[config.mk]
export PLATFORM = sky130hd
export DESIGN_NAME = uart_echo_top
export DESIGN_NICKNAME = d
export VERILOG_FILES = /design/src/logic/uart_pkg.sv /design/src/logic/baud_tick_gen.sv /design/src/logic/uart_rx.sv /design/src/logic/byte_fifo.sv /design/src/logic/uart_tx.sv /design/src/logic/uart_echo_top.sv
export VERILOG_INCLUDE_DIRS = /design/src /design/src/include
export SDC_FILE = /design/constraint.sdc
export NUM_CORES = 1
export LEC_CHECK = 0
export ABC_AREA = 1
export BUFFER_PORTS_ARGS = -buffer_cell sky130_fd_sc_hd__buf_2
export CORE_MARGIN = 3
export CORE_UTILIZATION = 40
export DETAILED_ROUTE_END_ITERATION = 8
export GPL_ROUTABILITY_DRIVEN = 0
export HOLD_SLACK_MARGIN = 0.15
export RECOVER_POWER = 100
export SLEW_MARGIN = 30
export SYNTH_ARGS = -nofsm -noshare
export SYNTH_HDL_FRONTEND = slang
export SYNTH_SLANG_ARGS = --single-unit
[constraint.sdc]
create_clock -name clk -period 1.8 [get_ports clk]
set_input_delay 0.36 -clock clk [delete_from_list [all_inputs] [get_ports clk]]
set_output_delay 0.36 -clock clk [all_outputs]
set_load 0.02 [all_outputs]
[src/include/uart_params.svh]
`ifndef UART_PARAMS_SVH
`define UART_PARAMS_SVH

// Serial bit period in clk cycles, must be even
`define UART_CLKS_PER_BIT 16

// Width of the baud tick counter
`define UART_BAUD_CNT_W 8

// Byte FIFO entries, power of two
`define UART_FIFO_DEPTH 8

// Width of the good character counter
`define UART_COUNT_W 8

`endif

[src/logic/uart_pkg.sv]
package uart_pkg;

  `include "uart_params.svh"

  typedef logic [7:0] byte_t;                   // One serial data byte
  typedef logic [`UART_COUNT_W-1:0] count_t;    // Good characters received

  // Receiver FSM
  typedef enum logic [2:0] {
    RX_IDLE,   // Line idle, tick generator held
    RX_START,  // Waiting for mid start bit
    RX_DATA,   // Shifting in eight data bits
    RX_STOP,   // Waiting for mid stop bit
    RX_DONE    // Good byte strobe
  } rx_state_t;

  // Transmitter FSM
  typedef enum logic [2:0] {
    TX_IDLE,   // Line high, waiting for data and cts
    TX_LOAD,   // Byte latched, release tick generator
    TX_START,  // Half bit lead-in, then start bit
    TX_DATA,   // Eight data bits, LSB first
    TX_STOP    // Stop bit
  } tx_state_t;

endpackage

[src/logic/baud_tick_gen.sv]
`timescale 1ns/100ps
`include "uart_params.svh"

module baud_tick_gen (
  input  logic clk,
  input  logic rstn,
  input  logic restart,  // Hold counter at zero
  output logic tick      // One cycle clock enable
);

  localparam int CNT_W = `UART_BAUD_CNT_W;
  localparam logic [CNT_W-1:0] HALF_LAST = CNT_W'(`UART_CLKS_PER_BIT / 2 - 1);
  localparam logic [CNT_W-1:0] FULL_LAST = CNT_W'(`UART_CLKS_PER_BIT - 1);

  logic [CNT_W-1:0] cnt;
  logic             first;  // Still waiting for the half period tick
  logic [CNT_W-1:0] last;

  assign last = first ? HALF_LAST : FULL_LAST;
  assign tick = !restart && (cnt == last);

  // Half period first so the receiver samples at bit centres
  always_ff @(posedge clk) begin
    if (!rstn || restart) begin
      cnt   <= '0;
      first <= 1'b1;
    end else if (tick) begin
      cnt   <= '0;   // Wrap and switch to full periods
      first <= 1'b0;
    end else begin
      cnt   <= cnt + 1'b1;
    end
  end

endmodule

[src/logic/uart_rx.sv]
`timescale 1ns/100ps

module uart_rx (
  input  logic             clk,
  input  logic             rstn,
  input  logic             rx,            // Serial line in
  input  logic             baud_tick,     // Mid bit sample enable
  output logic             baud_restart,  // Holds tick generator
  output logic             rx_strobe,     // One cycle per good byte
  output uart_pkg::byte_t  rx_data,       // Last good byte
  output uart_pkg::count_t rx_count,      // Good bytes so far
  output logic             frame_error    // Sticky, bad stop bit seen
);

  import uart_pkg::*;

  rx_state_t  state;
  logic       rx_meta;     // First synchroniser stage
  logic       rx_sync;     // Safe copy of rx
  logic       rx_prev;     // For falling edge detect
  logic       start_edge;
  byte_t      shifter;
  logic [2:0] bit_cnt;

  // Two flop synchroniser, idles high
  always_ff @(posedge clk) begin
    if (!rstn) begin
      rx_meta <= 1'b1;
      rx_sync <= 1'b1;
      rx_prev <= 1'b1;
    end else begin
      rx_meta <= rx;
      rx_sync <= rx_meta;
      rx_prev <= rx_sync;
    end
  end

  // Edge, not level, so a low line after a bad stop bit is not a new start
  assign start_edge = rx_prev && !rx_sync;

  assign baud_restart = (state == RX_IDLE) || (state == RX_DONE);
  assign rx_strobe    = (state == RX_DONE);

  always_ff @(posedge clk) begin
    if (!rstn) begin
      state       <= RX_IDLE;
      bit_cnt     <= '0;
      rx_count    <= '0;
      frame_error <= 1'b0;
    end else begin
      case (state)
        RX_IDLE:
          if (start_edge) state <= RX_START;
        RX_START:
          if (baud_tick) begin
            // Line back high at mid start bit, was only a glitch
            state   <= rx_sync ? RX_IDLE : RX_DATA;
            bit_cnt <= '0;
          end
        RX_DATA:
          if (baud_tick) begin
            bit_cnt <= bit_cnt + 1'b1;
            if (bit_cnt == 3'd7) state <= RX_STOP;  // Eighth bit taken
          end
        RX_STOP:
          if (baud_tick) begin
            if (rx_sync) begin
              state    <= RX_DONE;
              rx_count <= rx_count + 1'b1;  // Visible with the strobe
            end else begin
              state       <= RX_IDLE;       // Drop the frame
              frame_error <= 1'b1;
            end
          end
        RX_DONE:
          state <= RX_IDLE;
        default:
          state <= RX_IDLE;
      endcase
    end
  end

  // Shift register and data register
  always_ff @(posedge clk) begin
    if (state == RX_DATA && baud_tick)
      shifter <= {rx_sync, shifter[7:1]};   // LSB arrives first
    if (state == RX_STOP && baud_tick && rx_sync)
      rx_data <= shifter;                   // Ready in the strobe cycle
  end

  a_strobe_one_cycle: assert property (
    @(posedge clk) disable iff (!rstn) rx_strobe |=> !rx_strobe);

  // While idle the held generator must stay silent
  a_idle_no_tick: assert property (
    @(posedge clk) disable iff (!rstn)
    (state == RX_IDLE) |-> !baud_tick);

endmodule

[src/logic/byte_fifo.sv]
`timescale 1ns/100ps
`include "uart_params.svh"

module byte_fifo (
  input  logic            clk,
  input  logic            rstn,
  input  logic            push,      // Write strobe
  input  logic            pop,       // Read strobe, head advances
  input  uart_pkg::byte_t wr_data,
  output uart_pkg::byte_t rd_data,   // Head entry, valid when not empty
  output logic            empty,
  output logic            full,
  output logic            overflow   // Sticky, byte lost on full
);

  import uart_pkg::*;

  localparam int DEPTH = `UART_FIFO_DEPTH;
  localparam int PTR_W = $clog2(DEPTH);

  byte_t            mem [DEPTH];
  logic [PTR_W-1:0] wr_ptr;
  logic [PTR_W-1:0] rd_ptr;
  logic [PTR_W:0]   occ;      // Entries in use, one bit wider than pointers
  logic             do_push;

  assign do_push = push && !full;
  assign empty   = (occ == '0);
  assign full    = (occ == (PTR_W+1)'(DEPTH));
  assign rd_data = mem[rd_ptr];

  always_ff @(posedge clk) begin
    if (do_push) mem[wr_ptr] <= wr_data;
  end

  // Pointers wrap naturally at power of two depth
  always_ff @(posedge clk) begin
    if (!rstn) begin
      wr_ptr   <= '0;
      rd_ptr   <= '0;
      occ      <= '0;
      overflow <= 1'b0;
    end else begin
      if (do_push) wr_ptr <= wr_ptr + 1'b1;
      if (pop)     rd_ptr <= rd_ptr + 1'b1;
      case ({do_push, pop})
        2'b10:   occ <= occ + 1'b1;
        2'b01:   occ <= occ - 1'b1;
        default: occ <= occ;          // Both or neither
      endcase
      if (push && full) overflow <= 1'b1;
    end
  end

  // Consumer must look at empty before popping
  a_no_pop_empty: assert property (
    @(posedge clk) disable iff (!rstn) pop |-> !empty);

  // Counter and pointers agree on the fill level
  a_occ_matches_ptrs: assert property (
    @(posedge clk) disable iff (!rstn)
    occ[PTR_W-1:0] == PTR_W'(wr_ptr - rd_ptr));

endmodule

[src/logic/uart_tx.sv]
`timescale 1ns/100ps

module uart_tx (
  input  logic            clk,
  input  logic            rstn,
  input  logic            cts,           // Clear to send level
  input  logic            empty,         // FIFO has no data
  input  uart_pkg::byte_t rd_data,       // FIFO head
  output logic            pop,           // Take head byte
  input  logic            baud_tick,
  output logic            baud_restart,
  output logic            tx             // Serial line out
);

  import uart_pkg::*;

  tx_state_t  state;
  byte_t      shifter;
  logic [2:0] bit_cnt;
  logic       stop_out;  // Stop level already on the line

  assign pop          = (state == TX_IDLE) && cts && !empty;
  assign baud_restart = (state == TX_IDLE) || (state == TX_LOAD);

  always_ff @(posedge clk) begin
    if (!rstn) begin
      state    <= TX_IDLE;
      bit_cnt  <= '0;
      stop_out <= 1'b0;
      tx       <= 1'b1;     // Line idles high
    end else begin
      case (state)
        TX_IDLE:
          if (pop) state <= TX_LOAD;
        TX_LOAD:
          state <= TX_START;  // Generator released from here on
        TX_START:
          // Half bit tick only marks the start of the start bit
          if (baud_tick) begin
            tx      <= 1'b0;
            bit_cnt <= '0;
            state   <= TX_DATA;
          end
        TX_DATA:
          if (baud_tick) begin
            tx      <= shifter[0];
            bit_cnt <= bit_cnt + 1'b1;
            if (bit_cnt == 3'd7) begin
              state    <= TX_STOP;
              stop_out <= 1'b0;
            end
          end
        TX_STOP:
          if (baud_tick) begin
            if (!stop_out) begin
              tx       <= 1'b1;   // Stop bit begins
              stop_out <= 1'b1;
            end else begin
              state <= TX_IDLE;   // Full stop bit done
            end
          end
        default:
          state <= TX_IDLE;
      endcase
    end
  end

  // Byte latch and shift
  always_ff @(posedge clk) begin
    if (pop)
      shifter <= rd_data;
    else if (state == TX_DATA && baud_tick)
      shifter <= {1'b0, shifter[7:1]};
  end

  // Line must be back high whenever no frame is in progress
  a_idle_line_high: assert property (
    @(posedge clk) disable iff (!rstn)
    (state == TX_IDLE) |-> tx);

endmodule

[src/logic/uart_echo_top.sv]
`timescale 1ns/100ps

module uart_echo_top (
  input  logic             clk,
  input  logic             rstn,
  input  logic             rx,
  input  logic             cts,
  output logic             tx,
  output uart_pkg::byte_t  rx_data,
  output uart_pkg::count_t rx_count,
  output logic             frame_error,
  output logic             overflow
);

  import uart_pkg::*;

  logic  rx_baud_tick;
  logic  rx_baud_restart;
  logic  rx_strobe;
  logic  tx_baud_tick;
  logic  tx_baud_restart;
  logic  tx_pop;
  logic  fifo_empty;
  byte_t fifo_rd_data;

  baud_tick_gen rx_baud_i (
    .clk(clk), .rstn(rstn), .restart(rx_baud_restart), .tick(rx_baud_tick));

  uart_rx uart_rx_i (
    .clk(clk), .rstn(rstn), .rx(rx),
    .baud_tick(rx_baud_tick), .baud_restart(rx_baud_restart),
    .rx_strobe(rx_strobe), .rx_data(rx_data), .rx_count(rx_count),
    .frame_error(frame_error));

  // Full only matters inside the FIFO, dropped bytes show as overflow
  byte_fifo byte_fifo_i (
    .clk(clk), .rstn(rstn), .push(rx_strobe), .pop(tx_pop),
    .wr_data(rx_data), .rd_data(fifo_rd_data),
    .empty(fifo_empty), .full(), .overflow(overflow));

  baud_tick_gen tx_baud_i (
    .clk(clk), .rstn(rstn), .restart(tx_baud_restart), .tick(tx_baud_tick));

  uart_tx uart_tx_i (
    .clk(clk), .rstn(rstn), .cts(cts),
    .empty(fifo_empty), .rd_data(fifo_rd_data), .pop(tx_pop),
    .baud_tick(tx_baud_tick), .baud_restart(tx_baud_restart),
    .tx(tx));

endmodule

==> results of run 1 <==
layout make-up:
class,count,area [um^2]
Tap cell,184,230.2
Fill cell,1279,7375
Multi-Input combinational cell,401,2056
Clock inverter,12,163.9
Inverter,54,202.7
Timing Repair Buffer,57,427.9
Sequential cell,146,3807
Clock buffer,20,436.7
timing repair:
item                                   4_1_cts  5_1_grt
setup endpoints to repair                    0       35
hold buffers                                 1        0
resized for setup                            0       17
setup buffers                                0        2
endpoints found under the hold margin        1        0
placed cells by master, fill, tap and decap left out, drive strengths merged:
| master | instances |
|---|---|
| clkinvlp | 1 |
| clkbuf | 24 |
| bufinv | 4 |
| nand4 | 12 |
| or2 | 4 |
| nor2 | 119 |
| inv | 53 |
| dfxtp | 58 |
| ha | 12 |
| o32ai | 1 |
| buf | 52 |
| xnor2 | 4 |
| nor3b | 2 |
| nand3b | 1 |
| nand3 | 32 |
| o211ai | 15 |
| dlygate4sd3 | 1 |
| clkinv | 8 |
| nand2 | 107 |
| a21oi | 26 |
| edfxtp | 88 |
| o21ai | 49 |
| a31oi | 2 |
| nor3 | 7 |
| nor4 | 2 |
| xor2 | 6 |
tightest hold or removal path: cells and delay by family:
family / cells / cell delay (ns)
AND/OR/NAND/NOR: 1 / 0.07
buffers and inverters: 2 / 0.23
metal layers:
layer | GRT usage [%] | part of all wire (%)
met5 | 0 | 0
met2 | 24.27 | 46
met3 | 3.586 | 3.7
met4 | 7.906 | 2.2
met1 | 20.37 | 48
cell usage after synthesis:
library cell               count
sky130_fd_sc_hd__xnor2_1       4
sky130_fd_sc_hd__nor2_2        2
sky130_fd_sc_hd__o211ai_1     15
sky130_fd_sc_hd__o21ai_1       1
sky130_fd_sc_hd__nor2_4        4
sky130_fd_sc_hd__edfxtp_1     88
sky130_fd_sc_hd__inv_1        53
sky130_fd_sc_hd__nand4_1      12
sky130_fd_sc_hd__dfxtp_1      58
sky130_fd_sc_hd__nand2_2       4
sky130_fd_sc_hd__nand3_2       1
sky130_fd_sc_hd__nor2_1      113
sky130_fd_sc_hd__nand2_1     103
sky130_fd_sc_hd__nand3b_1      1
sky130_fd_sc_hd__buf_1         3
sky130_fd_sc_hd__nor4_1        2
sky130_fd_sc_hd__or2_2         4
sky130_fd_sc_hd__buf_2         3
sky130_fd_sc_hd__nand3_1      31
sky130_fd_sc_hd__o21ai_0      48
sky130_fd_sc_hd__o32ai_1       1
sky130_fd_sc_hd__xor2_1        6
sky130_fd_sc_hd__nor3_1        7
sky130_fd_sc_hd__ha_1         12
sky130_fd_sc_hd__clkbuf_1      9
sky130_fd_sc_hd__nor3b_1       2
sky130_fd_sc_hd__a21oi_1      26
sky130_fd_sc_hd__clkinv_1      1
sky130_fd_sc_hd__clkbuf_8      1
sky130_fd_sc_hd__a31oi_1       2
power by group:
part           switching (W)  total (W)  internal (W)
registers          0.0000691    0.00371       0.00364
logic               0.000766    0.00123      0.000465
clock network        0.00126    0.00356       0.00230
final timing paths:
check | from | to | slack, ns | cells past startpoint
worst max-delay path | uart_rx_i.state[0] | byte_fifo_i.mem[2][4] | 0.09 | 9
worst min-delay path | rstn | uart_tx_i.state[1] | 0.29 | 3
worst max register to register | uart_rx_i.state[0] | byte_fifo_i.mem[2][4] | 0.09 | 9
worst min register to register | uart_rx_i.rx_meta | uart_rx_i.rx_sync | 0.42 | 1
sequential cells by signal, summed over array words and instances (netlist names), 3 cells and up, named ones only:
signal              cells
uart_tx_i.bit_cnt       3
uart_rx_i.rx_count      8
uart_rx_i.bit_cnt       3
uart_tx_i.shifter       8
byte_fifo_i.mem        64
byte_fifo_i.wr_ptr      3
uart_tx_i.state         3
byte_fifo_i.rd_ptr      3
tx_baud_i.cnt           8
uart_rx_i.rx_data       8
uart_rx_i.shifter       8
rx_baud_i.cnt           8
byte_fifo_i.occ         4
uart_rx_i.state         3
per-stage QoR:
step                      std cells  TNS, ns  util (%)
after global routing            874  -0.1716     49.83
after detailed placement        839        0     45.26
after floorplan                 617        0         -
final                           874        0     49.83
after global placement          839        0     45.26
after CTS                       872        0     49.41
cells by family (layout without fill, tap and decap cells):
group           after synthesis  count (layout)  synth area share (%)
flops                       146             146                 62.81
buf+inv                      70             143                 4.566
compound gates               93              93                 8.409
xor+xnor                     10              10                 1.446
fa+ha+maj                    12              12                 2.479
simple gates                286             286                 20.29
==> impl_metrics.toml, run 1 <==
[run_status]
outcome = "finished, final reports clean"

[global_routing]
globalRouteTotalUtil_pct = 15.55
grt_remaining_overflow = 0
first_global_vias = 4188
grt_first_pass_wirelength_um = 20090
grt_antenna_before_repair = 0
grt_start_max_net_pins = 33

[place]
detailed_place_hpwl_um = 7976
placed_cell_area_um2 = 6653
portBuffers = 22
placement.setup.worst_slack_ns = 0.03829

[yosys]
post_synth_inst_count = 617
postSynthAreaPerCell_um2 = 9.815
post_synth_main_area_contributors = "sky130_fd_sc_hd__edfxtp_1 (44%), sky130_fd_sc_hd__dfxtp_1 (19%), sky130_fd_sc_hd__nor2_1 (7.0%)"
synth_nets = 633
ys_seq_elements = 146
yosysTopAreaCell = "sky130_fd_sc_hd__edfxtp_1"
yosys_warnings = 0
ys_seq_area_share_pct = 62.81
ys_types = 30
yosysTopAreaCellShare_pct = 43.64
area_of_the_mapped_netlist_um2 = 6056

[timing]
rsz0062_at_grt = "true"
finalMaxSlewViolations = 0
relative_slew_slack_pct = 53.35
final.setup.worst_slack_ns = 0.09219
hold_slack_ns = 0.2937
worst-slew-pin-transition_ns = 0.6998
achievable_freq_mhz = 585.5
final_period_minus_worst_setup_slack_ns = 1.708
timing_hold_violations_final = 0
clock_skew_ns = 0.006928
finalSetupViolCount = 0
min_period_over_period_pct = 94.88

[cells_and_area]
antenna_cells = 0
layout-drive-gt1-share_pct = 16.52
area_growth_syn_to_layout_pct = 20.95
finish.net_count = 693
final_design_area_no_fill_um2 = 7325

[critical_path]
worst-endpoint-arrival_ns = 1.83
critical_path_required_ns = 1.92
critPathKind = "reg -> reg"
worst_setup_path_start_kind = "flip-flop"
timing.critical_path.slowest_stage_cell = "sky130_fd_sc_hd__dfxtp_1"
path_buf_inv = 4
critPathMaxFanout = 8
worstSetupEndpointType = "flip-flop"
cp_top_family = "simple AND/OR/NAND/NOR gates"
max_stage_delay_ns = 0.32
crit_chain = "nor2_2 -> inv_1 -> nor2_2 -> o21ai_4 -> buf_4 -> inv_1 -> nand2_2 -> nor2_1 -> buf_6"

[clocking]
total_clock_buffers_created_by_cts = 17
cts-htree-levels = 4
path_clk_slew_ns = 0.06
numClockSinks = 146
clockBufferDepth = 2
worst_skew_pair.late_latency_ns = 0.41
tritoncts = "built"
ctsRootBufferMaster = "sky130_fd_sc_hd__clkbuf_16"

[detailed_routing]
drtPass1Iterations = 4
drcViolationCount = 0
first_iter_violations = 260
drt-total-wl_um = 12230
drt-wirelength-per-cell_um = 14.00
routed-via-count = 4370
route.antenna.remaining_nets = 0
vias_per_cell = 5.000

[floorplanning]
die_area_um2 = 16650
core_um2 = 14700
chipHeight_um = 129.0
initial_util_pct = 41.20
fp-row-count = 44
num_io_pins = 23
fp.dieW_um = 129.0

[run]
maxCapViolCount = 0

[power]
power.leakage_nw = 2.798
report.power.total_w = 0.008496
ir_worst_vdd_mv = 0.6011
power.density_nw_per_um2 = 1160

[hold_path]
hold_class = "in -> reg"
No activity file was read; power rests on OpenSTA's default activity.
==> run 2, diff against run 1 <==
CTS_BUF_LIST = sky130_fd_sc_hd__clkbuf_2 sky130_fd_sc_hd__clkbuf_4 sky130_fd_sc_hd__clkbuf_8   (was unset)
==> run 2 against run 1 <==
Critical path depth unchanged. Sequential cell count stayed put. Fmax down 0.20%. Clock skew increased by 0.0029 ns. Sequential power about the same. Cell area fell by 2.4%. Cell count down 0.11%. Largest cell class unchanged. Count of clock-buffer cells in the layout unchanged. Global-route usage down 0.25 points. Via count shrank 0.96%.
==> impl_metrics.toml, run 2 (synthesis gave the netlist of run 1 again) <==
[power]
clkPwrFrac_pct = 35.4
switching_share_pct = 26.03
seq_power_share_pct = 48.6
ir_worst_vdd_mv = 0.4020
power.density_nw_per_um2 = 1065
p_comb_share_pct = 16.0
power.leakage_nw = 2.717
cellInternalPower_w = 0.005630
p_switching_w = 0.001982

[critical_path]
reg2reg_setup_slack_ns = 0.09
regToRegStartpoint = "uart_rx_i.state[0]"
critPathKind = "reg -> reg"
critical_path_required_ns = 1.95
timing.reg2reg.worst_path_depth = 9
critPathMaxFanout = 8
critical_path.reg2reg.endpoint = "byte_fifo_i.mem[2][7]"
worst_setup_path_start_kind = "flip-flop"
worstSetupEndpointType = "flip-flop"
worst-endpoint-arrival_ns = 1.86

[timing]
relative_slew_slack_pct = 55.24
finalMaxSlewViolations = 0
worst-slew-pin-transition_ns = 0.6714
clock_skew_ns = 0.009794
achievable_freq_mhz = 584.4
timing_hold_violations_final = 0
rsz0062_at_grt = "true"
setup_total_negative_slack_ns = 0
min_period_over_period_pct = 95.06
final_period_minus_worst_setup_slack_ns = 1.711
finalSetupViolCount = 0

[cells_and_area]
registers.top_by_ff_count = "byte_fifo_i.mem"
antenna_cells = 0
layout.cells.most_common = "sky130_fd_sc_hd__nor2_1"
final_design_area_no_fill_um2 = 7146
area_growth_syn_to_layout_pct = 18.00
largest_register_ffs = 64
finish.net_count = 692
most_frequent_cells_in_the_layout = "sky130_fd_sc_hd__nor2_1 (108), sky130_fd_sc_hd__nand2_1 (98), sky130_fd_sc_hd__edfxtp_1 (88)"
layout-drive-gt1-share_pct = 17.13
num-fill-cells = 1295

[detailed_routing]
drtPass1Iterations = 5
routed-via-count = 4328
drt-total-wl_um = 12100
drcViolationCount = 0
drt-wirelength-per-cell_um = 13.86
first_iter_violations = 231
vias_per_cell = 4.958
route.antenna.remaining_nets = 0

[floorplanning]
fp.dieW_um = 129.0
fp-row-count = 44
core_um2 = 14700
initial_util_pct = 41.20
chipHeight_um = 129.0
die_area_um2 = 16650
num_io_pins = 23

[clocking]
numClockSinks = 146
path_clk_slew_ns = 0.07
tritoncts = "built"
ctsRootBufferMaster = "sky130_fd_sc_hd__clkbuf_8"
worst_skew_pair.late_latency_ns = 0.44
clockBufferDepth = 2
total_clock_buffers_created_by_cts = 17
cts-htree-levels = 4

[hold_path]
hold_class = "in -> reg"
worstHoldEndpoint = "uart_tx_i.bit_cnt[2]"
hold_path_depth = 3
holdCritStartpoint = "rstn"

[place]
portBuffers = 22
placed_cell_area_um2 = 6653
detailed_place_hpwl_um = 7976

[global_routing]
grt_remaining_overflow = 0
globalRouteTotalUtil_pct = 15.30
grt_antenna_before_repair = 0
grt_start_max_net_pins = 33
first_global_vias = 4142
grt_first_pass_wirelength_um = 19860

[run]
maxCapViolCount = 0

[run_status]
outcome = "finished, final reports clean"
## run 2: cell types whose count changed in the layout (fill, tap and decap cells not counted), moves of 3 or more
cell	delta
sky130_fd_sc_hd__clkbuf_1	-4
sky130_fd_sc_hd__clkbuf_16	-17
sky130_fd_sc_hd__clkbuf_4	+3
sky130_fd_sc_hd__clkbuf_8	+17
## run 2: routing by layer
layer	vias to the layer above	GRT usage, %	routed length (um)
li1	2206	-	-
met1	2016	20.10	5600
met2	91	24.21	5683
met3	15	3.792	637
met4	0	6.609	178
met5	-	0	0
## run 2: what timing repair did
action / 4_1_cts / 5_1_grt
endpoints found under the hold margin: 1 / 0
endpoints found under the setup margin: 0 / 36
resized for setup: 0 / 18
setup buffers: 0 / 1
hold buffers: 1 / 0
## run 2: worst max-delay path by stage
stage | start | to | slack (ns) | cells past startpoint
5_1_grt | byte_fifo_i.occ[0] | byte_fifo_i.occ[2] | -0.05 | 10
3_3_place_gp | cts | byte_fifo_i.occ[2] | 0.09 | 10
3_5_place_dp | byte_fifo_i.occ[1] | byte_fifo_i.occ[2] | 0.04 | 11
2_1_floorplan | byte_fifo_i.occ[1] | byte_fifo_i.occ[2] | 0.005 | 12
4_1_cts | byte_fifo_i.occ[1] | byte_fifo_i.occ[2] | 0.02 | 11
6_report | uart_rx_i.state[0] | byte_fifo_i.mem[2][7] | 0.09 | 9
## run 2: metrics by stage
step / worst slack, ns / util [%] / hold WS [ns] / power [W] / std cells
floorplan: 0.004732 / - / 0.3925 / 0.004584 / 617
global placement: 0.08936 / 45.26 / 0.3985 / 0.004906 / 839
detailed placement: 0.03829 / 45.26 / 0.3988 / 0.004941 / 839
CTS: 0.02193 / 48.19 / 0.2370 / 0.007641 / 872
global route: -0.04782 / 48.61 / 0.2562 / 0.008017 / 873
finish: 0.08884 / 48.61 / 0.2681 / 0.007611 / 873
## run 2: critical path: stages (launching register included)
cell,delay (ns)
sky130_fd_sc_hd__dfxtp_1,0.32
sky130_fd_sc_hd__nor2_2,0.11
sky130_fd_sc_hd__inv_1,0.06
sky130_fd_sc_hd__nor2_2,0.13
sky130_fd_sc_hd__o21ai_4,0.09
sky130_fd_sc_hd__buf_4,0.16
sky130_fd_sc_hd__inv_1,0.11
sky130_fd_sc_hd__nand2_2,0.11
sky130_fd_sc_hd__nor2_1,0.15
sky130_fd_sc_hd__buf_6,0.18
## run 2: power groups by stage
stage	combinational [W]	clock [W]	sequential [W]
2_1_floorplan	0.000796	0	0.00379
3_3_place_gp	0.00114	0	0.00376
3_5_place_dp	0.00117	0	0.00377
4_1_cts	0.00118	0.00277	0.00370
5_1_grt	0.00141	0.00290	0.00371
6_report	0.00122	0.00269	0.00370
## run 2: area by class of cell
class	instances	area, um^2	area share, %
Clock buffer	20	256.5	3.590
Inverter	54	202.7	2.837
Multi-Input combinational cell	401	2061	28.84
Tap cell	184	230.2	3.222
Sequential cell	146	3807	53.28
Clock inverter	12	163.9	2.294
Timing Repair Buffer	56	424.2	5.936
==> run 3, diff against run 2 <==
--- a/config.mk
+++ b/config.mk
@@ -10,2 +10,3 @@
 export BUFFER_PORTS_ARGS = -buffer_cell sky130_fd_sc_hd__buf_2
+export CORE_ASPECT_RATIO = 1.75
 export CORE_MARGIN = 3
==> constraint.sdc (replaced) <==
create_clock -name clk -period 1.8 [get_ports clk]
set_input_delay 0.09 -clock clk [delete_from_list [all_inputs] [get_ports clk]]
set_output_delay 0.09 -clock clk [all_outputs]
set_load 0.02 [all_outputs]
==> run 3 against run 2 <==
The flow now finishes with violations (setup timing). Sequential power barely moved. First-iteration DRC count rose by 10%. Global-route usage rose by 0.81 points. Non-clock buffer count rose by 6. Worst setup slack got worse by 0.093 ns. Critical path depth rose by 3.
==> impl_metrics.toml, run 3 (synthesis gave the netlist of run 1 again) <==
[run_status]
outcome = "finished with violations"
failed_checks = "setup timing"

[critical_path]
critPathMaxFanout = 3
crit_chain = "nor2_4 -> inv_2 -> nor2_4 -> o21ai_4 -> buf_6 -> ha_4 -> xor2_2 -> ha_2 -> a21oi_2 -> xnor2_1 -> o21ai_1 -> inv_1"
max_stage_delay_ns = 0.34
worst_setup_path_start_kind = "flip-flop"
worst-endpoint-arrival_ns = 2.15
path_buf_inv = 3
critical_path_required_ns = 2.14
cpMostUsedCell = "sky130_fd_sc_hd__nor2_4"
worstSetupEndpointType = "flip-flop"
critPathKind = "reg -> reg"
timing.critical_path.slowest_stage_cell = "sky130_fd_sc_hd__dfxtp_2"
cp_top_family = "flip-flops"

[clocking]
total_clock_buffers_created_by_cts = 17
cts-htree-levels = 4
numClockSinks = 146
tritoncts = "built"
clockBufferDepth = 2
path_clk_slew_ns = 0.09
ctsRootBufferMaster = "sky130_fd_sc_hd__clkbuf_8"
worst_skew_pair.late_latency_ns = 0.45

[cells_and_area]
antenna_cells = 0
largest_register_ffs = 64
multi_input_comb_area_um2 = 2071
layout-drive-gt1-share_pct = 17.41
registers.top_by_ff_count = "byte_fifo_i.mem"
finish.net_count = 698
num-fill-cells = 1372
most_frequent_cells_in_the_layout = "sky130_fd_sc_hd__nor2_1 (104), sky130_fd_sc_hd__nand2_1 (100), sky130_fd_sc_hd__edfxtp_1 (88)"
area_growth_syn_to_layout_pct = 18.22
final_design_area_no_fill_um2 = 7159
layout.cells.most_common = "sky130_fd_sc_hd__nor2_1"
sequential_cell_area_um2 = 3810

[detailed_routing]
drtPass1Iterations = 5
drt-wirelength-per-cell_um = 14.63
vias_per_cell = 5.083
drcViolationCount = 0
route.antenna.remaining_nets = 0
drt-total-wl_um = 12810
routed-via-count = 4448
first_iter_violations = 255

[global_routing]
grt_first_pass_wirelength_um = 21310
grt_antenna_before_repair = 0
grt_start_max_net_pins = 33
grt_remaining_overflow = 0
globalRouteTotalUtil_pct = 16.11
first_global_vias = 4554

[timing]
worst-slew-pin-transition_ns = 0.7026
final.setup.worst_slack_ns = -0.004416
min_period_over_period_pct = 100.2
achievable_freq_mhz = 554.2
finalSetupViolCount = 1
finalMaxSlewViolations = 0
setup_total_negative_slack_ns = -0.004416
final_period_minus_worst_setup_slack_ns = 1.804
timing_hold_violations_final = 0
clock_skew_ns = 0.01395
rsz0062_at_grt = "true"
relative_slew_slack_pct = 53.16
hold_slack_ns = 0.2980

[power]
ir_worst_vdd_mv = 0.5127
power.density_nw_per_um2 = 1050
power.leakage_nw = 2.668
report.power.total_w = 0.007519

[floorplanning]
chipHeight_um = 168.8
core_um2 = 14590
num_io_pins = 23
initial_util_pct = 41.52
die_area_um2 = 16710
fp.dieW_um = 99.01
fp-row-count = 58

[place]
portBuffers = 22
detailed_place_hpwl_um = 9076
placement.setup.worst_slack_ns = -0.1345
placed_cell_area_um2 = 6650

[hold_path]
hold_class = "in -> reg"

[run]
maxCapViolCount = 0
-- run 3: area by class of cell --
type	instances	share of cell area, %
well taps	180	3.146
clock inverters	15	2.219
inverters	54	2.831
flip-flops and latches	146	53.22
multi-input cells	401	28.92
clock buffers	17	3.268
repair buffers	62	6.396
-- run 3: path summary, 6_finish.rpt --
kind | from | endpoint | slack (ns) | cells after the start
setup / recovery | uart_rx_i.state[0] | byte_fifo_i.occ[2] | -0.004 | 12
hold reg to reg | uart_rx_i.rx_meta | uart_rx_i.rx_sync | 0.42 | 1
hold / removal | cts | byte_fifo_i.rd_ptr[0] | 0.30 | 5
setup reg to reg | uart_rx_i.state[0] | byte_fifo_i.occ[2] | -0.004 | 12
-- run 3: per-stage QoR --
stage               instances  util (%)
floorplan                 617         -
global placement          837     45.59
detailed placement        837     45.59
CTS                       873     48.62
global route              875     49.08
finish                    875     49.08
-- run 3: timing repair --
item                                   4_1_cts  5_1_grt
hold buffers                                 2        0
buffers inserted                             2        2
resized for setup                            7       20
endpoints found under the hold margin       25        0
pin swaps                                    8        8
setup endpoints to repair                   34       47
-- run 3: report_power, final --
part	internal [W]	leakage (nW)	switching, W
Clock	0.00116	0.192	0.00138
Sequential	0.00363	1.26	0.0000799
Combinational	0.000487	1.21	0.000781
-- run 3: metal layers --
| metal | global-route usage (%) | vias to the layer above | wire, um |
|---|---|---|---|
| li1 | - | 2222 | - |
| met1 | 16.65 | 2118 | 4810 |
| met2 | 30.47 | 88 | 7164 |
| met3 | 3.423 | 20 | 457 |
| met4 | 7.134 | 0 | 372 |
| met5 | 0 | - | 0 |
-- run 3: worst min-delay path, cell delays in order --
cell                      delay [ns]
sky130_fd_sc_hd__buf_2          0.12
sky130_fd_sc_hd__nand4_1        0.13
sky130_fd_sc_hd__inv_2          0.07
sky130_fd_sc_hd__buf_6          0.15
sky130_fd_sc_hd__a21oi_1        0.14
